**src/design/text_map_pkg.sv**
```systemverilog
package text_map_pkg;

    // ----------------------------------------
    // address map
    // ----------------------------------------

    // byte address seen on the AXI bus
    localparam int AXI_ADDR_W = 14;

    // high address bit picks the region, 1 selects the palette
    localparam int REGION_BIT = 13;

    // word index starts above the byte offset
    localparam int ADDR_LSB = 2;

    // ----------------------------------------
    // region sizes
    // ----------------------------------------

    // number of colour registers in the palette file
    localparam int PAL_DEPTH = 8;
    localparam int PAL_IDX_W = $clog2(PAL_DEPTH);

    // vram word address spans the bits between the byte offset and the region bit
    localparam int VRAM_AW = REGION_BIT - ADDR_LSB;

    // one palette entry
    localparam int COLOR_W = 32;

    // ----------------------------------------
    // types
    // ----------------------------------------

    typedef logic [AXI_ADDR_W-1:0] axi_addr_t;
    typedef logic [VRAM_AW-1:0]    vram_addr_t;
    typedef logic [PAL_IDX_W-1:0]  pal_index_t;
    typedef logic [COLOR_W-1:0]    color_t;

endpackage

```
**src/design/axi_lite_pkg.sv**
```systemverilog
package axi_lite_pkg;

    // ----------------------------------------
    // bus widths
    // ----------------------------------------

    localparam int AXI_DATA_W = 32;
    // one strobe bit per byte lane
    localparam int AXI_STRB_W = AXI_DATA_W / 8;

    typedef logic [AXI_DATA_W-1:0] axi_data_t;
    typedef logic [AXI_STRB_W-1:0] axi_strb_t;
    typedef logic [1:0]            axi_resp_t;

    // only response this slave ever returns
    localparam axi_resp_t RESP_OKAY = 2'b00;

    // ----------------------------------------
    // read timing
    // ----------------------------------------

    // cycles the controller waits before presenting read data
    localparam int READ_WAIT = 3;
    localparam int WAIT_W    = $clog2(READ_WAIT + 1);

    // control fsm, one transaction at a time
    typedef enum logic [1:0] {
        st_idle,
        st_wr_resp,
        st_rd_wait,
        st_rd_resp
    } ctrl_state_t;

endpackage

```
**src/design/reg_access_if.sv**
```systemverilog
`timescale 1ns/1ns

interface reg_access_if
    import text_map_pkg::*, axi_lite_pkg::*;
();

    // one-cycle access strobes, exactly one per accepted transaction
    logic      vram_sel;
    logic      pal_sel;
    // high for a write access, valid together with a strobe
    logic      write;
    axi_addr_t addr;
    axi_data_t wdata;
    axi_strb_t wstrb;

    // read-back from the two regions
    axi_data_t vram_rdata;
    axi_data_t pal_rdata;

    // control side, decodes the region and raises the strobes
    modport ctrl (
        output vram_sel, pal_sel, write, addr, wdata, wstrb,
        input  vram_rdata, pal_rdata
    );

    // block ram side
    modport vram (
        input  vram_sel, write, addr, wdata, wstrb,
        output vram_rdata
    );

    // colour register side, vram_sel only feeds the exclusivity check
    modport palette (
        input  pal_sel, vram_sel, write, addr, wdata, wstrb,
        output pal_rdata
    );

endinterface

```
**src/design/axi_slave_ctrl.sv**
```systemverilog
`timescale 1ns/1ns

module axi_slave_ctrl
    import text_map_pkg::*, axi_lite_pkg::*;
(
    input  logic      S_AXI_ACLK,
    input  logic      S_AXI_ARESETN,
    // write address and data
    input  axi_addr_t s_axi_awaddr,
    input  logic      s_axi_awvalid,
    output logic      s_axi_awready,
    input  axi_data_t s_axi_wdata,
    input  axi_strb_t s_axi_wstrb,
    input  logic      s_axi_wvalid,
    output logic      s_axi_wready,
    // write response
    output logic      s_axi_bvalid,
    input  logic      s_axi_bready,
    // read address and data
    input  axi_addr_t s_axi_araddr,
    input  logic      s_axi_arvalid,
    output logic      s_axi_arready,
    output axi_data_t s_axi_rdata,
    output logic      s_axi_rvalid,
    input  logic      s_axi_rready,
    // register and vram access
    reg_access_if.ctrl bus
);

    ctrl_state_t       state;
    axi_addr_t         addr_q;
    logic [WAIT_W-1:0] wait_cnt;

    logic idle_free;
    logic rd_accept;
    logic wr_accept;
    logic rd_done;
    logic access;

    // ----------------------------------------
    // acceptance decode
    // ----------------------------------------

    // idle and no handshake already in flight
    assign idle_free = (state == st_idle) && !s_axi_arready && !s_axi_awready;
    // read wins when both arrive together
    assign rd_accept = idle_free && s_axi_arvalid;
    assign wr_accept = idle_free && !s_axi_arvalid && s_axi_awvalid && s_axi_wvalid;
    // last wait cycle, read-back of either region is settled
    assign rd_done   = (state == st_rd_wait) && (wait_cnt == '0);

    // ----------------------------------------
    // control fsm
    // ----------------------------------------

    always_ff @(posedge S_AXI_ACLK)
    begin
        if (!S_AXI_ARESETN)
        begin
            state         <= st_idle;
            s_axi_awready <= 1'b0;
            s_axi_wready  <= 1'b0;
            s_axi_arready <= 1'b0;
            s_axi_bvalid  <= 1'b0;
            s_axi_rvalid  <= 1'b0;
            wait_cnt      <= '0;
        end
        else
        begin
            case (state)
                st_idle:
                begin
                    if (s_axi_arready)
                    begin
                        // AR handshake ends on this edge, start the wait
                        s_axi_arready <= 1'b0;
                        wait_cnt      <= WAIT_W'(READ_WAIT);
                        state         <= st_rd_wait;
                    end
                    else if (s_axi_awready)
                    begin
                        // AW and W handshake together, response follows
                        s_axi_awready <= 1'b0;
                        s_axi_wready  <= 1'b0;
                        s_axi_bvalid  <= 1'b1;
                        state         <= st_wr_resp;
                    end
                    else if (rd_accept)
                    begin
                        s_axi_arready <= 1'b1;
                    end
                    else if (wr_accept)
                    begin
                        s_axi_awready <= 1'b1;
                        s_axi_wready  <= 1'b1;
                    end
                end
                st_wr_resp:
                begin
                    // hold the response until the master takes it
                    if (s_axi_bready)
                    begin
                        s_axi_bvalid <= 1'b0;
                        state        <= st_idle;
                    end
                end
                st_rd_wait:
                begin
                    if (wait_cnt == '0)
                    begin
                        s_axi_rvalid <= 1'b1;
                        state        <= st_rd_resp;
                    end
                    else
                    begin
                        wait_cnt <= wait_cnt - 1'b1;
                    end
                end
                st_rd_resp:
                begin
                    if (s_axi_rready)
                    begin
                        s_axi_rvalid <= 1'b0;
                        state        <= st_idle;
                    end
                end
                default:
                begin
                    state <= st_idle;
                end
            endcase
        end
    end

    // ----------------------------------------
    // address latch and read data
    // ----------------------------------------

    always_ff @(posedge S_AXI_ACLK)
    begin
        if (rd_accept)
        begin
            addr_q <= s_axi_araddr;
        end
        else if (wr_accept)
        begin
            addr_q <= s_axi_awaddr;
        end
        // latched region bit picks the read-back source
        if (rd_done)
        begin
            s_axi_rdata <= addr_q[REGION_BIT] ? bus.pal_rdata : bus.vram_rdata;
        end
    end

    // strobe lives exactly in the ready cycle
    assign access       = s_axi_arready | s_axi_awready;
    assign bus.vram_sel = access & ~addr_q[REGION_BIT];
    assign bus.pal_sel  = access & addr_q[REGION_BIT];
    assign bus.write    = s_axi_awready;
    assign bus.addr     = addr_q;
    // master holds W stable until the handshake
    assign bus.wdata    = s_axi_wdata;
    assign bus.wstrb    = s_axi_wstrb;

    // ----------------------------------------
    // checks
    // ----------------------------------------

    // transactions are serialized, never both address channels at once
    assert property (@(posedge S_AXI_ACLK) disable iff (!S_AXI_ARESETN)
        !(s_axi_awready && s_axi_arready));

    assert property (@(posedge S_AXI_ACLK) disable iff (!S_AXI_ARESETN)
        s_axi_bvalid && !s_axi_bready |=> s_axi_bvalid);

    // read data must not move while the master stalls
    assert property (@(posedge S_AXI_ACLK) disable iff (!S_AXI_ARESETN)
        s_axi_rvalid && !s_axi_rready |=> s_axi_rvalid && $stable(s_axi_rdata));

endmodule

```
**src/design/vram_port.sv**
```systemverilog
`timescale 1ns/1ns

module vram_port
    import text_map_pkg::*, axi_lite_pkg::*;
(
    input  logic       S_AXI_ACLK,
    input  logic       S_AXI_ARESETN,
    reg_access_if.vram bus,
    // single-port block ram
    output logic       enable,
    output axi_strb_t  write_enable,
    output vram_addr_t ram_addr,
    output axi_data_t  ram_wdata,
    input  axi_data_t  ram_rdata
);

    vram_addr_t word_addr;

    // drop the byte offset and the region bit
    assign word_addr = bus.addr[REGION_BIT-1:ADDR_LSB];

    // ----------------------------------------
    // ram port control
    // ----------------------------------------

    always_ff @(posedge S_AXI_ACLK)
    begin
        if (!S_AXI_ARESETN)
        begin
            enable       <= 1'b0;
            write_enable <= '0;
        end
        else if (bus.vram_sel)
        begin
            enable <= 1'b1;
            // reads leave every byte lane disabled
            write_enable <= bus.write ? bus.wstrb : '0;
        end
    end

    // address and data hold until the next vram access
    always_ff @(posedge S_AXI_ACLK)
    begin
        if (bus.vram_sel)
        begin
            ram_addr  <= word_addr;
            ram_wdata <= bus.wdata;
        end
    end

    // ----------------------------------------
    // read-back
    // ----------------------------------------

    // ram answers one cycle after the port, one more stage here
    always_ff @(posedge S_AXI_ACLK)
    begin
        bus.vram_rdata <= ram_rdata;
    end

    // byte writes only happen on an enabled port
    assert property (@(posedge S_AXI_ACLK) disable iff (!S_AXI_ARESETN)
        (write_enable != '0) |-> enable);

endmodule

```
**src/design/palette_regs.sv**
```systemverilog
`timescale 1ns/1ns

module palette_regs
    import text_map_pkg::*, axi_lite_pkg::*;
(
    input  logic          S_AXI_ACLK,
    input  logic          S_AXI_ARESETN,
    reg_access_if.palette bus,
    // lookup ports for the display logic
    input  pal_index_t    foreground_index,
    input  pal_index_t    background_index,
    output color_t        foreground,
    output color_t        background
);

    color_t     pal_q [PAL_DEPTH];
    pal_index_t bus_idx;

    // word index within the palette region
    assign bus_idx = bus.addr[ADDR_LSB +: PAL_IDX_W];

    // ----------------------------------------
    // bus writes
    // ----------------------------------------

    always_ff @(posedge S_AXI_ACLK)
    begin
        if (!S_AXI_ARESETN)
        begin
            for (int i = 0; i < PAL_DEPTH; i++)
            begin
                pal_q[i] <= '0;
            end
        end
        else if (bus.pal_sel && bus.write)
        begin
            // only lanes with their strobe set are updated
            for (int b = 0; b < AXI_STRB_W; b++)
            begin
                if (bus.wstrb[b])
                begin
                    pal_q[bus_idx][8*b +: 8] <= bus.wdata[8*b +: 8];
                end
            end
        end
    end

    // bus read-back and colour lookups, all combinational
    assign bus.pal_rdata = pal_q[bus_idx];
    assign foreground    = pal_q[foreground_index];
    assign background    = pal_q[background_index];

    // the region decode upstream must pick one target only
    assert property (@(posedge S_AXI_ACLK) disable iff (!S_AXI_ARESETN)
        !(bus.pal_sel && bus.vram_sel));

endmodule

```
**src/design/text_ctrl_axi.sv**
```systemverilog
`timescale 1ns/1ns

module text_ctrl_axi
    import text_map_pkg::*, axi_lite_pkg::*;
(
    input  logic       S_AXI_ACLK,
    input  logic       S_AXI_ARESETN,
    // write channels
    input  axi_addr_t  s_axi_awaddr,
    input  logic       s_axi_awvalid,
    output logic       s_axi_awready,
    input  axi_data_t  s_axi_wdata,
    input  axi_strb_t  s_axi_wstrb,
    input  logic       s_axi_wvalid,
    output logic       s_axi_wready,
    output axi_resp_t  s_axi_bresp,
    output logic       s_axi_bvalid,
    input  logic       s_axi_bready,
    // read channels
    input  axi_addr_t  s_axi_araddr,
    input  logic       s_axi_arvalid,
    output logic       s_axi_arready,
    output axi_data_t  s_axi_rdata,
    output axi_resp_t  s_axi_rresp,
    output logic       s_axi_rvalid,
    input  logic       s_axi_rready,
    // vram block ram port
    output logic       enable,
    output axi_strb_t  write_enable,
    output vram_addr_t ram_addr,
    output axi_data_t  ram_wdata,
    input  axi_data_t  ram_rdata,
    // palette lookups
    input  pal_index_t foreground_index,
    input  pal_index_t background_index,
    output color_t     foreground,
    output color_t     background
);

    reg_access_if bus ();

    // no error responses in this design
    assign s_axi_bresp = RESP_OKAY;
    assign s_axi_rresp = RESP_OKAY;

    // ----------------------------------------
    // axi control
    // ----------------------------------------

    axi_slave_ctrl i_ctrl (
        .S_AXI_ACLK    (S_AXI_ACLK),
        .S_AXI_ARESETN (S_AXI_ARESETN),
        .s_axi_awaddr  (s_axi_awaddr),
        .s_axi_awvalid (s_axi_awvalid),
        .s_axi_awready (s_axi_awready),
        .s_axi_wdata   (s_axi_wdata),
        .s_axi_wstrb   (s_axi_wstrb),
        .s_axi_wvalid  (s_axi_wvalid),
        .s_axi_wready  (s_axi_wready),
        .s_axi_bvalid  (s_axi_bvalid),
        .s_axi_bready  (s_axi_bready),
        .s_axi_araddr  (s_axi_araddr),
        .s_axi_arvalid (s_axi_arvalid),
        .s_axi_arready (s_axi_arready),
        .s_axi_rdata   (s_axi_rdata),
        .s_axi_rvalid  (s_axi_rvalid),
        .s_axi_rready  (s_axi_rready),
        .bus           (bus)
    );

    // ----------------------------------------
    // datapaths
    // ----------------------------------------

    vram_port i_vram (
        .S_AXI_ACLK    (S_AXI_ACLK),
        .S_AXI_ARESETN (S_AXI_ARESETN),
        .bus           (bus),
        .enable        (enable),
        .write_enable  (write_enable),
        .ram_addr      (ram_addr),
        .ram_wdata     (ram_wdata),
        .ram_rdata     (ram_rdata)
    );

    palette_regs i_palette (
        .S_AXI_ACLK       (S_AXI_ACLK),
        .S_AXI_ARESETN    (S_AXI_ARESETN),
        .bus              (bus),
        .foreground_index (foreground_index),
        .background_index (background_index),
        .foreground       (foreground),
        .background       (background)
    );

endmodule

```
**config.mk**
```make
export PLATFORM = sky130hd
export DESIGN_NAME = text_ctrl_axi
export DESIGN_NICKNAME = d
export VERILOG_FILES = /design/src/design/text_map_pkg.sv /design/src/design/axi_lite_pkg.sv /design/src/design/reg_access_if.sv /design/src/design/axi_slave_ctrl.sv /design/src/design/vram_port.sv /design/src/design/palette_regs.sv /design/src/design/text_ctrl_axi.sv
export SDC_FILE = /design/constraint.sdc
export NUM_CORES = 1
export LEC_CHECK = 0
export BUFFER_PORTS_ARGS = -buffer_cell sky130_fd_sc_hd__buf_2
export CORE_ASPECT_RATIO = 0.9
export CORE_MARGIN = 1.5
export CORE_UTILIZATION = 39
export DETAILED_ROUTE_END_ITERATION = 8
export PLACE_DENSITY = 0.69
export SLEW_MARGIN = 0
export SYNTH_ARGS = -nofsm -noshare
export SYNTH_HDL_FRONTEND = slang
export SYNTH_SLANG_ARGS = --single-unit
```
**constraint.sdc**
```tcl
create_clock -name S_AXI_ACLK -period 2.8 [get_ports S_AXI_ACLK]
set_input_delay 0.14 -clock S_AXI_ACLK [delete_from_list [all_inputs] [get_ports S_AXI_ACLK]]
set_output_delay 0.14 -clock S_AXI_ACLK [all_outputs]
set_load 0.02 [all_outputs]
```
# Yosys cells after proc, flatten, opt, wreduce, memory -nomap -nowiden
# Memory sizes are Yosys's and may differ from the RTL's. A register that Yosys moved wholly into a read port is not among the register bits.
# Cells that the tools add are included.
# totals
out_inout_bits	153
reg_bits	135
ramBits	256
mem_count	1
# classes
muxes	50
bitwise_logic	5
n_addsub	1
n_eq_ne	12
n_reduce_logical	25
# mem_list
name	words	width	rd	rd_clocked_by_memory_dff	wr	line_no	rtl
i_palette.pal_q	8	32	3	1	8	palette_regs.sv:16	color_t pal_q [PAL_DEPTH];
# ops
op	n
32-bit two-way mux	2
32-bit OR reduction	1
1-bit two-way mux	31
14-bit two-way mux	2
2-bit two-way mux	7
4-bit AND reduction	3
2-bit != test, second input constant	5
2-bit nonzero test	5
1-bit logical AND	8
4-bit two-way mux	2
2-bit case mux with 4 select lines	1
3-bit two-way mux	2
2-bit by 1-bit != test with 1-bit output, second input constant	3
3-bit AND reduction	2
2-bit equality test, second input constant	2
2-bit logical NOT	2
1-bit case mux with 2 select lines	2
2-bit case mux with 2 select lines	1
1-bit logical NOT	3
3-bit by 1-bit != test with 1-bit output, second input constant	1
1-bit AND	2
2-bit by 1-bit equality test with 1-bit output, second input constant	1
1-bit NOT	2
2-bit AND reduction	1
2 further kinds	2

# Longest topological paths before layout
# Gate-level depths: netlist (run 1).
# depth
word_depth	9
depth_mapped	6
mapped_depth_nobuf	5

# Modules after synthesis
# Synthesis (run 1) repeated with hierarchy kept, for this count alone.
# unflattened
hier_cells	1275
area_unflattened_um2	20095.5
# modules_own_cells
mod	instances	area_each_um2	cells_each
palette_regs	1	15252.1	981
axi_slave_ctrl	1	2692.6	195
vram_port	1	2117.0	94
text_ctrl_axi	1	33.8	5

# Least setup slack after synthesis (run 1)
# Ideal clock, no wire load.
# synth_path
path_kind	reg-to-reg
from	register i_ctrl.state[1]
to	register i_ctrl.s_axi_rdata[0] (enable)
path_stages_with_launch	4
path_slack_ns	0.236
t_arrival_ns	2.143
required_ns	2.379
setup_ns	0.421
path_cell_list	dfxtp_1 clkbuf_1 nand2_1 nor2_1
# synth_via
elab_chain_cells	2
# synth_lines
item	line_no	rtl
from (decl)	axi_slave_ctrl.sv:30	ctrl_state_t state;
from (signal assigned)	axi_slave_ctrl.sv:60	state <= st_idle;
from (signal assigned)	axi_slave_ctrl.sv:78	state <= st_rd_wait;
from (signal assigned)	axi_slave_ctrl.sv:86	state <= st_wr_resp;
2-bit equality test	axi_slave_ctrl.sv:50	assign rd_done = (state == st_rd_wait) && (wait_cnt == '0);
1-bit logical AND	axi_slave_ctrl.sv:50	
named net i_ctrl.rd_done	axi_slave_ctrl.sv:37	logic rd_done;
to (signal assigned)	axi_slave_ctrl.sv:152	s_axi_rdata <= addr_q[REGION_BIT] ? bus.pal_rdata : bus.vram_rdata;
to (decl)	axi_slave_ctrl.sv:23	output axi_data_t s_axi_rdata,
# The timed path passes the listed nets, and every way through them passes these cells.
# A chain may end at the register's enable or synchronous reset.

# Worst setup path after layout (run 1)
# layout_path
from	register i_ctrl.s_axi_awready (netlist: i_ctrl.bus.write)
to	register i_ctrl.addr_q[9] (netlist: i_ctrl.bus.addr[9]) (data pin)
# layout_via
elab_chain_cells	4
# layout_lines
item	line_no	rtl
from (decl)	axi_slave_ctrl.sv:11	output logic s_axi_awready,
from (signal assigned)	axi_slave_ctrl.sv:61	s_axi_awready <= 1'b0;
from (signal assigned)	axi_slave_ctrl.sv:83	s_axi_awready <= 1'b0;
from (signal assigned)	axi_slave_ctrl.sv:94	s_axi_awready <= 1'b1;
1-bit logical NOT	axi_slave_ctrl.sv:45	assign idle_free = (state == st_idle) && !s_axi_arready && !s_axi_awready;
1-bit logical AND	axi_slave_ctrl.sv:45	
1-bit logical AND	axi_slave_ctrl.sv:47	assign rd_accept = idle_free && s_axi_arvalid;
14-bit two-way mux	axi_slave_ctrl.sv:141	if (rd_accept)
to (signal assigned)	axi_slave_ctrl.sv:143	addr_q <= s_axi_araddr;
to (signal assigned)	axi_slave_ctrl.sv:147	addr_q <= s_axi_awaddr;
to (decl)	axi_slave_ctrl.sv:31	axi_addr_t addr_q;
# Every way passes these cells.

==> results.md, run 1 <==
- First-pass GRT wire length: 90000 um
- Input/output buffers: 253
- Die Y-Extent: 218 um
- Worst vdd ir: 0.000491 V
- Seq/Total Area, Yosys: 0.563
- Async SR Flop Fraction: 0
- # IOs: 262
- Total power: 0.0184 W
- Worst EP arrival: 2.86 ns
- Average cell area after synthesis: 14.0 um2
- Yosys top cell area share: 0.514
- Final setup fails: 0
- Grt total ovfl: 0
- Most numerous cell in the Yosys netlist: edfxtp_1
- Critical path type: register to register
- Hold endpoint: i_ctrl.bus.write
- Critical Path, Cell by Cell: nor4_4 -> nand2_2 -> mux2_4 -> dlygate4sd3_1
- Largest net degree at the start of global routing: 65
- Cell Area, Synth: 20000 um2
- Leading area contributor after synthesis: edfxtp_1
- Mapped Cells: 1430
- Root buf cell: clkbuf_16
- Reg2reg start: i_ctrl.bus.write
- Post-CTS setup buffer count: 0
- RSZ-0062 raised after global routing: no
- CP max stage delay: 0.56 ns
- RR Endpoint: i_ctrl.bus.addr[9]
- Num Clock Sinks: 392
- Area of the core: 50600 um2
- Commonest cells in the netlist: edfxtp_1, nor2_1, mux4_2
- Cts repair resizes: 0
- Worst skew pair latency: 0.59 ns
- DRC viols: 0
- Synth-to-Final Area Change: 23.7%
- DRT iter0 DRCs: 1496
- Worst R2R Setup Slack: 0.26 ns
- Max-slew headroom: 0.426
- Nets: 1906
- Outcome: completed
- Diodes inserted: 0
- Final Max Tran Viols: 0
- Hold Path Depth: 4
- Total global-route track usage: 0.231
- H-tree Lvls: 2
- Tcrit/Tclk final: 0.906
- Critical path's slowest cell: dlygate4sd3_1
- Max-Cap Viols: 0
- Synth Flop Type: edfxtp_1
- Total number of vias: 14295
- Routed WL: 61500 um
- CTS tree: built
- Final GP Congestion: 0.854
- Skew final: 0.0188 ns
- Worst hold start: s_axi_wvalid
- Tightest Hold Check Type: primary input to register
- Max clock buf depth: 3
- First drt pass iteration count: 5
- Netlist cell types: 50
- Initial antenna violation count: 1
- #FFs+latches synth: 392
- EDFF count, synth: 343
- Via count of the first global-routing pass: 14381
- Antenna-violating nets left: 0
- Hold Fails Final Rpt: 0
- Starting Density: 0.396
- Pwr/cell area: 744 nW/um2
- Leak pwr: 9.37 nW
- Crit Path Max Fanout: 16
- Critical Path Source Type: register
- Core Rows: 78
- Die span in x: 242 um
- Reg2Reg Depth: 4
- Critical path endpoint category: register
- Synth warn: 0
- Via density: 5.70
- Worst Path Required: 3.12 ns
- Crit path time final: 2.54 ns
- Share of layout cells above drive strength 1: 0.342
- WL/cell: 24.5 um
- Maximum clock rate: 394 MHz
- Synth area leaders: edfxtp_1, mux4_2, dfxtp_1
- Setup_tns: 0 ns
- Worst slew pin tran: 0.862 ns
- Die area: 52800 um2
- Placed wire-length estimate: 40300 um
- Clock slew at reported path FFs: 0.06 ns
- TritonCTS Buffers: 43
how the worst max path moves through the flow:
| stage | start | endpoint | slack [ns] | cells past startpoint |
|---|---|---|---|---|
| after floorplan | i_ctrl.state[1] | i_ctrl.s_axi_rdata[0] | 0.24 | 3 |
| after detailed placement | i_ctrl.bus.addr[3] | i_palette.pal_q[1][15] | 0.55 | 3 |
| final | i_ctrl.bus.write | i_ctrl.bus.addr[9] | 0.26 | 4 |
| after global placement | register | i_ctrl.s_axi_rdata[3] | 0.58 | 4 |
| after global routing | i_ctrl.bus.write | i_ctrl.bus.addr[10] | 0.08 | 4 |
| after CTS | i_ctrl.bus.write | i_ctrl.bus.addr[11] | 0.27 | 4 |
per-stage QoR:
| stage | instances | utilization | cell area (um2) | setup WS [ns] | hold WS, ns |
|---|---|---|---|---|---|
| global placement | 2329 | 0.442 | 22400 | 0.580 | 0.245 |
| floorplan | 1433 | - | 20000 | 0.236 | 0.168 |
| finish | 2510 | 0.490 | 24800 | 0.264 | 0.164 |
| CTS | 2510 | 0.490 | 24800 | 0.271 | 0.125 |
| global route | 2510 | 0.490 | 24800 | 0.0840 | 0.178 |
| detailed placement | 2329 | 0.442 | 22400 | 0.551 | 0.244 |
metal layers:
layer / up-vias / share of wire / global-route usage / routed length (um)
met3: 130 / 0.098 / 0.0429 / 6040
met5: - / 0 / 0 / 0
met1: 7146 / 0.41 / 0.318 / 25000
met2: 782 / 0.47 / 0.368 / 28700
met4: 0 / 0.029 / 0.0817 / 1800
li1: 6237 / - / - / -
final cells by class:
cell class / instances / area (um2)
inverters: 5 / 18.8
repair buffers: 444 / 3110
multi-input cells: 910 / 8120
well taps: 680 / 851
clock buffers: 59 / 1220
flip-flops and latches: 392 / 11300
clock inverters: 20 / 194
fillers: 4445 / 25800
registers in the layout, summed over array words and instances, names as in the netlist, named ones only:
| register | flops |
|---|---|
| i_ctrl.bus.addr | 12 |
| i_vram.bus.vram_rdata | 32 |
| i_ctrl.state | 2 |
| i_ctrl.s_axi_arready | 1 |
| i_vram.enable | 1 |
| i_ctrl.s_axi_rvalid | 1 |
| i_palette.pal_q | 256 |
| i_vram.ram_wdata | 32 |
| i_ctrl.s_axi_rdata | 32 |
| i_vram.write_enable | 4 |
| i_ctrl.bus.write | 1 |
| i_ctrl.wait_cnt | 2 |
| i_ctrl.s_axi_bvalid | 1 |
| i_ctrl.s_axi_wready | 1 |
| i_vram.ram_addr | 11 |
worst max-delay path, delay by kind of cell, from the launching register on:
| kind | cells | cell delay [ns] |
|---|---|---|
| flip-flops | 1 | 0.53 |
| buffers and inverters | 1 | 0.56 |
| multiplexers | 1 | 0.38 |
| AND/OR/NAND/NOR | 2 | 0.82 |
cell families after synthesis:
| group | Yosys count | synth area share |
|---|---|---|
| simple gates | 448 | 0.107 |
| fa+ha+maj | 1 | 0.000624 |
| buf+inv | 131 | 0.0331 |
| compound gates | 160 | 0.0617 |
| other cells | 1 | 0.000187 |
| mux | 297 | 0.234 |
| flops | 392 | 0.563 |
cells in the final DEF (no fill, tap or decap), types with 3 or more instances in the layout:
cell	instances
nor2b_1	72
a22oi_1	39
a21bo_2	3
bufinv_16	3
clkbuf_16	45
nor2_1	220
nand2_1	41
dfxtp_1	48
and4_1	4
buf_4	79
conb_1	4
dlygate4sd3_1	102
o211ai_1	3
o21ai_0	34
mux2_4	6
mux2_2	67
edfxtp_1	343
a21oi_1	5
nor2_2	6
clkbuf_1	10
mux4_2	128
inv_1	4
and2_1	42
buf_12	12
nand4_1	4
clkbuf_8	4
mux2i_1	96
nand3b_1	5
nand3_1	36
buf_2	251
a41o_1	32
clkinv_1	4
inv_6	3
clkinv_2	6
a211o_1	32
and4b_1	3
power breakdown:
part / leakage, nW / switching, W / internal [W]
combinational: 4.83 / 0.00322 / 0.00213
clock: 0.689 / 0.00238 / 0.00334
sequential: 3.85 / 0.000458 / 0.00691
timing repair:
item | 4_1_cts | 5_1_grt
endpoints found under the setup margin | 0 | 0
hold buffers | 102 | 0
hold endpoints to repair | 132 | 0
Note: power is estimated with default switching activity, not from simulation.
==> run 2: changes to the inputs <==
- CAP_MARGIN: default -> 10
- PLACE_DENSITY: 0.69 -> 0.68
==> run 2 against run 1 <==
Non-clock buffer count increased by 5. Cell count increased by 0.24%. Clock skew increased by 0.0081 ns. Critical endpoint is now i_ctrl.bus.addr[10]. Largest power group unchanged. Sequential cell count unchanged. Fmax decreased by 3.6%.
==> results.md, run 2 (synthesis gave the netlist of run 1 again) <==
- Worst vdd ir: 0.000491 V (about the same)
- Critical path endpoint category: register
- First drt pass iteration count: 5 (unchanged)
- Int Pwr: 0.0123 W (-0.77%)
- Worst skew pair latency: 0.58 ns (about the same)
- Worst Path Required: 3.11 ns (about the same)
- Maximum clock rate: 380 MHz (-3.6%)
- NetSw: 0.00606 W (about the same)
- Critical Path, Cell by Cell: buf_4 -> nor4_4 -> nand2_2 -> mux2_4 -> dlygate4sd3_1
- Initial antenna violation count: 0 (-1)
- Tcrit/Tclk final: 0.940 (+0.0339)
- # IOs: 262 (unchanged)
- TritonCTS Buffers: 44 (+2.3%)
- Sw frac: 0.330 (+0.00159)
- Max reg flops: 256 (unchanged)
- Most common cell after layout, fill and taps aside: edfxtp_1
- Final Worst Setup Slack: 0.169 ns (-0.0948 ns)
- Gate power share: 0.290 (about the same)
- Synth-to-Final Area Change: 24.0%
- Largest net degree at the start of global routing: 48 (-26%)
- Clock slew at reported path FFs: 0.06 ns (about the same)
- Reg power frac: 0.404 (+0.004)
- CTS tree: built
- Area after DPL: 22500 um2 (+0.43%)
- Total number of vias: 14373 (+0.55%)
- Pre-CTS WS: 0.592 ns (+0.0408 ns)
- Diodes inserted: 0 (unchanged)
- Num Clock Sinks: 392 (unchanged)
- Skew final: 0.0269 ns (+0.00806 ns)
- DRC viols: 0 (unchanged)
- Hold Fails Final Rpt: 0 (unchanged)
- Largest register by flop count: i_palette.pal_q
- First-pass GRT wire length: 91800 um (+2.0%)
- Tightest Hold Check Type: primary input to register
- CP max stage delay: 0.56 ns (about the same)
- Crit path time final: 2.63 ns (+0.0948 ns)
- Final Max Tran Viols: 0 (unchanged)
- Nets: 1912 (+0.31%)
- Max-Cap Viols: 0 (unchanged)
- Commonest cells after routing, fill and taps aside: edfxtp_1, buf_2, nor2_1, mux4_2, dlygate4sd3_1
- Share of layout cells above drive strength 1: 0.345 (+0.00269)
- Area of the core: 50600 um2 (unchanged)
- Pwr/cell area: 738 nW/um2 (-0.72%)
- Via count of the first global-routing pass: 14944 (+3.9%)
- Fillers: 4408 (-0.83%)
- WL/cell: 24.7 um (+0.59%)
- Outcome: completed
- Placed Cells: 2335 (+0.26%)
- Final GP Congestion: 0.855 (about the same)
- Post-CTS setup buffer count: 0 (unchanged)
- Worst EP arrival: 2.94 ns (+0.08 ns)
- Routed WL: 62000 um (+0.83%)
- DRT iter0 DRCs: 1610 (+7.6%)
- Fin cells: 2516 (+0.24%)
- Final setup fails: 0 (unchanged)
- RSZ-0062 raised after global routing: no
- Leak pwr: 9.39 nW (+0.20%)
- Via density: 5.71 (+0.31%)
- Die span in x: 242 um (unchanged)
- Total global-route track usage: 0.234 (+0.00304)
- Clock power frac: 0.306 (-0.004)
- Setup_tns: 0 ns (unchanged)
- Root buf cell: clkbuf_16
- Starting Density: 0.396 (unchanged)
- Die Y-Extent: 218 um (unchanged)
- Worst slew pin tran: 0.791 ns (-0.0710 ns)
- Critical Path Source Type: register
- Antenna-violating nets left: 0 (unchanged)
- Input/output buffers: 253 (unchanged)
- Final Instance Area: 24800 um2 (+0.19%)
- H-tree Lvls: 2 (unchanged)
- Critical path type: register to register
- Max clock buf depth: 3 (unchanged)
- Core Rows: 78 (unchanged)
- Critical path's slowest cell: dlygate4sd3_1
- Grt total ovfl: 0 (unchanged)
- Max-slew headroom: 0.473 (+0.0473)
- Die area: 52800 um2 (unchanged)
- Crit Path Max Fanout: 13 (-3)
- Placed wire-length estimate: 41200 um (+2.2%)
-- run 2: routing by layer --
metal | vias to the layer above | track usage | part of all wire
met5 | - | 0 | 0
met4 | 0 | 0.0829 | 0.028
met3 | 130 | 0.0518 | 0.10
met2 | 848 | 0.374 | 0.46
met1 | 7140 | 0.315 | 0.40
li1 | 6255 | - | -
-- run 2: worst max-delay path: cells and delay by family (launching register included) --
kind,cells,cell delay (ns)
DFF,1,0.42
buffers and inverters,2,0.78
muxes,1,0.38
and+or+nand+nor,2,0.78
-- run 2: path summary, 6_finish.rpt --
check | from | to | slack (ns) | cells after the start
hold / removal | S_AXI_ARESETN | i_ctrl.s_axi_wready | 0.11 | 3
setup / recovery | i_ctrl.bus.write | i_ctrl.bus.addr[10] | 0.17 | 5
hold reg to reg | i_ctrl.bus.addr[7] | i_vram.ram_addr[5] | 0.42 | 0
setup reg to reg | i_ctrl.bus.write | i_ctrl.bus.addr[10] | 0.17 | 5
-- run 2: power groups by stage --
stage | Sequential [W] | Clock [W] | Combinational [W]
global placement | 0.00750 | 0 | 0.00503
CTS | 0.00741 | 0.00570 | 0.00527
detailed placement | 0.00753 | 0 | 0.00507
floorplan | 0.00737 | 0 | 0.00328
finish | 0.00741 | 0.00561 | 0.00532
global route | 0.00747 | 0.00593 | 0.00560
-- run 2: final cells by class --
type / count / area, um2 / share of cell area
Sequential cell: 392 / 11300 / 0.454
Inverter: 5 / 18.8 / 0.000755
Clock inverter: 27 / 219 / 0.00881
Clock buffer: 53 / 1160 / 0.0465
Tap cell: 680 / 851 / 0.0342
Multi-Input combinational cell: 910 / 8120 / 0.327
Timing Repair Buffer: 449 / 3200 / 0.129
-- run 2: repair_timing --
item | CTS | global route
hold buffers | 101 | 0
gates resized for setup | 0 | 0
hold endpoints to repair | 127 | 0
-- run 2: per-stage QoR --
stage | power (W) | utilization | hold WS, ns
2_1_floorplan | 0.0107 | - | 0.168
3_3_place_gp | 0.0125 | 0.444 | 0.245
3_5_place_dp | 0.0126 | 0.444 | 0.244
4_1_cts | 0.0184 | 0.491 | 0.0875
5_1_grt | 0.0190 | 0.491 | 0.120
6_report | 0.0183 | 0.491 | 0.108
==> run 3: changes to the inputs <==
- CELL_PAD_IN_SITES_DETAIL_PLACEMENT: default -> 2
- CELL_PAD_IN_SITES_GLOBAL_PLACEMENT: default -> 2
- CORE_MARGIN: 1.5 -> default
- PLACE_DENSITY: 0.68 -> 0.87
==> run 3 against run 2 <==
Clock-buffer cell count up 7. Utilization grew 0.19 points. Sequential power about the same.
==> results.md, run 3 (synthesis gave the netlist of run 1 again) <==
- Routed WL: 79700 um (+28%)
- Max-slew headroom: 0.418 (-0.0546)
- Cts repair resizes: 0 (unchanged)
- Reg power frac: 0.380 (-0.024)
- Die area: 52300 um2 (-0.87%)
- Clock slew at reported path FFs: 0.06 ns (about the same)
- RSZ-0062 raised after global routing: no
- Antenna-violating nets left: 0 (unchanged)
- Fillers: 4851 (+10%)
- DRT iter0 DRCs: 1572 (-2.4%)
- Via count of the first global-routing pass: 17289 (+16%)
- NetSw: 0.00666 W (+9.9%)
- Reg area: 11300 um2 (unchanged)
- Most common cell after layout, fill and taps aside: edfxtp_1
- Pwr/cell area: 780 nW/um2 (+5.6%)
- Die Y-Extent: 217 um (-0.46%)
- Max clock buf depth: 3 (unchanged)
- Maximum clock rate: 397 MHz (+4.4%)
- Gate power share: 0.295 (+0.005)
- Critical path endpoint category: register
- Largest net degree at the start of global routing: 44 (-8.3%)
- Tcrit/Tclk final: 0.900 (-0.0399)
- Int Pwr: 0.0128 W (+4.1%)
- Via density: 6.07 (+6.2%)
- Sw frac: 0.342 (+0.0122)
- Tightest Hold Check Type: primary input to register
- Outcome: completed
- Max reg flops: 256 (unchanged)
- Final Max Tran Viols: 0 (unchanged)
- WL/cell: 31.6 um (+28%)
- Worst Path Required: 3.31 ns (+0.20 ns)
- Total global-route track usage: 0.306 (+0.0721)
- Core Rows: 78 (unchanged)
- Crit path time final: 2.52 ns (-0.112 ns)
- Setup_tns: 0 ns (unchanged)
- Num Clock Sinks: 392 (unchanged)
- Max-Cap Viols: 0 (unchanged)
- Final GP Congestion: 0.813 (-4.9%)
- Worst EP arrival: 3.03 ns (+0.09 ns)
- Final hold slack: 0.0809 ns (-0.0273 ns)
- Reg2reg start: i_ctrl.state[0]
- Worst Setup SP: i_ctrl.state[0]
- Root buf cell: clkbuf_16
- Total number of vias: 15283 (+6.3%)
- Placed wire-length estimate: 50900 um (+23%)
- Worst slew pin tran: 0.873 ns (+0.0819 ns)
- Nets: 1908 (-0.21%)
- TritonCTS Buffers: 46 (+4.5%)
- DRC viols: 0 (unchanged)
- Fin util: 0.493 (+0.00188)
- CTS tree: built
- Hold Path Depth: 2 (-1)
- Area of the multi-input gates: 8120 um2 (unchanged)
- Critical path type: register to register
- Area after DPL: 22400 um2 (-0.24%)
- Hold Fails Final Rpt: 0 (unchanged)
- Area of the core: 50600 um2 (unchanged)
- Skew final: 0.0231 ns (-0.00381 ns)
- Synth-to-Final Area Change: 24.5%
- Worst skew pair latency: 0.59 ns (about the same)
- First drt pass iteration count: 5 (unchanged)
- Share of layout cells above drive strength 1: 0.347 (+0.00218)
- Clock power frac: 0.324 (+0.018)
- Worst vdd ir: 0.000519 V (+5.8%)
- Crit Path Max Fanout: 15 (+2)
- Final setup fails: 0 (unchanged)
- Starting Density: 0.396 (unchanged)
- Initial antenna violation count: 6 (+6)
- Input/output buffers: 253 (unchanged)
- Commonest cells after routing, fill and taps aside: edfxtp_1, buf_2, nor2_1, mux4_2, dlygate4sd3_1
- Worst R2R Setup Slack: 0.28 ns (+0.11 ns)
- H-tree Lvls: 2 (unchanged)
- Final Instance Area: 24900 um2 (+0.38%)
- Die span in x: 241 um (-0.41%)
- Critical Path Source Type: register
- Reg2Reg Depth: 6 (+1)
- Leak pwr: 9.46 nW (+0.76%)
- First-pass GRT wire length: 116000 um (+26%)
- # IOs: 262 (unchanged)
- Grt total ovfl: 0 (unchanged)
- Largest register by flop count: i_palette.pal_q
[run 3: cell types whose count changed in the layout (fill, tap and decap cells not counted)]
cell,delta
inv_8,+1
clkbuf_1,+1
clkinv_4,-1
clkinv_2,+2
clkinv_1,-1
buf_12,-2
bufinv_16,+2
clkbuf_8,+2
dlygate4sd3_1,-4
clkbuf_16,+4
diode_2,+2
clkinvlp_4,-4
[run 3: routing by layer]
metal	up-vias	track usage	part of all wire
li1	6244	-	-
met1	8005	0.378	0.38
met2	811	0.526	0.51
met3	221	0.0581	0.076
met4	2	0.123	0.038
met5	-	0	0.000088
[run 3: per-stage QoR]
step	setup slack (ns)	instances	total power (W)
after global placement	0.659	2331	0.0126
final	0.281	2518	0.0194
after global routing	0.155	2518	0.0200
after floorplan	0.236	1433	0.0107
after CTS	0.201	2514	0.0193
after detailed placement	0.565	2331	0.0129
[run 3: power by group through the flow]
stage / combinational [W] / sequential (W) / clock (W)
floorplan: 0.00328 / 0.00737 / 0
global placement: 0.00516 / 0.00742 / 0
detailed placement: 0.00540 / 0.00749 / 0
CTS: 0.00561 / 0.00738 / 0.00636
global route: 0.00593 / 0.00744 / 0.00659
finish: 0.00574 / 0.00739 / 0.00630
[run 3: worst min-delay path by stage]
stage	startpoint	endpoint	slack [ns]
after floorplan	ram_rdata[0]	i_vram.bus.vram_rdata[0]	0.17
after global placement	ram_rdata[23]	i_vram.bus.vram_rdata[23]	0.24
after detailed placement	ram_rdata[9]	i_vram.bus.vram_rdata[9]	0.25
after CTS	s_axi_arvalid	register	0.04
after global routing	s_axi_arvalid	register	0.10
final	s_axi_arvalid	register	0.08
[run 3: area by class of cell]
class / count / area share
Clock buffer: 60 / 0.0516
Tap cell: 680 / 0.0341
Clock inverter: 26 / 0.0103
Timing Repair Buffer: 443 / 0.125
Inverter: 5 / 0.000753
Sequential cell: 392 / 0.453
Antenna cell: 2 / 0.000201
Multi-Input combinational cell: 910 / 0.326
[run 3: worst max-delay path, stage by stage (launching register included)]
cell and delay (ns):
dfxtp_1 0.53, nor4_4 0.42, buf_4 0.19, nand3_1 0.09, dlygate4sd3_1 0.58, o211ai_1 0.08, dlygate4sd3_1 0.56
[run 3: timing repair]
item	CTS	global route
hold buffers	97	0
setup buffers	0	2
setup endpoints to repair	0	1
hold endpoints to repair	127	0
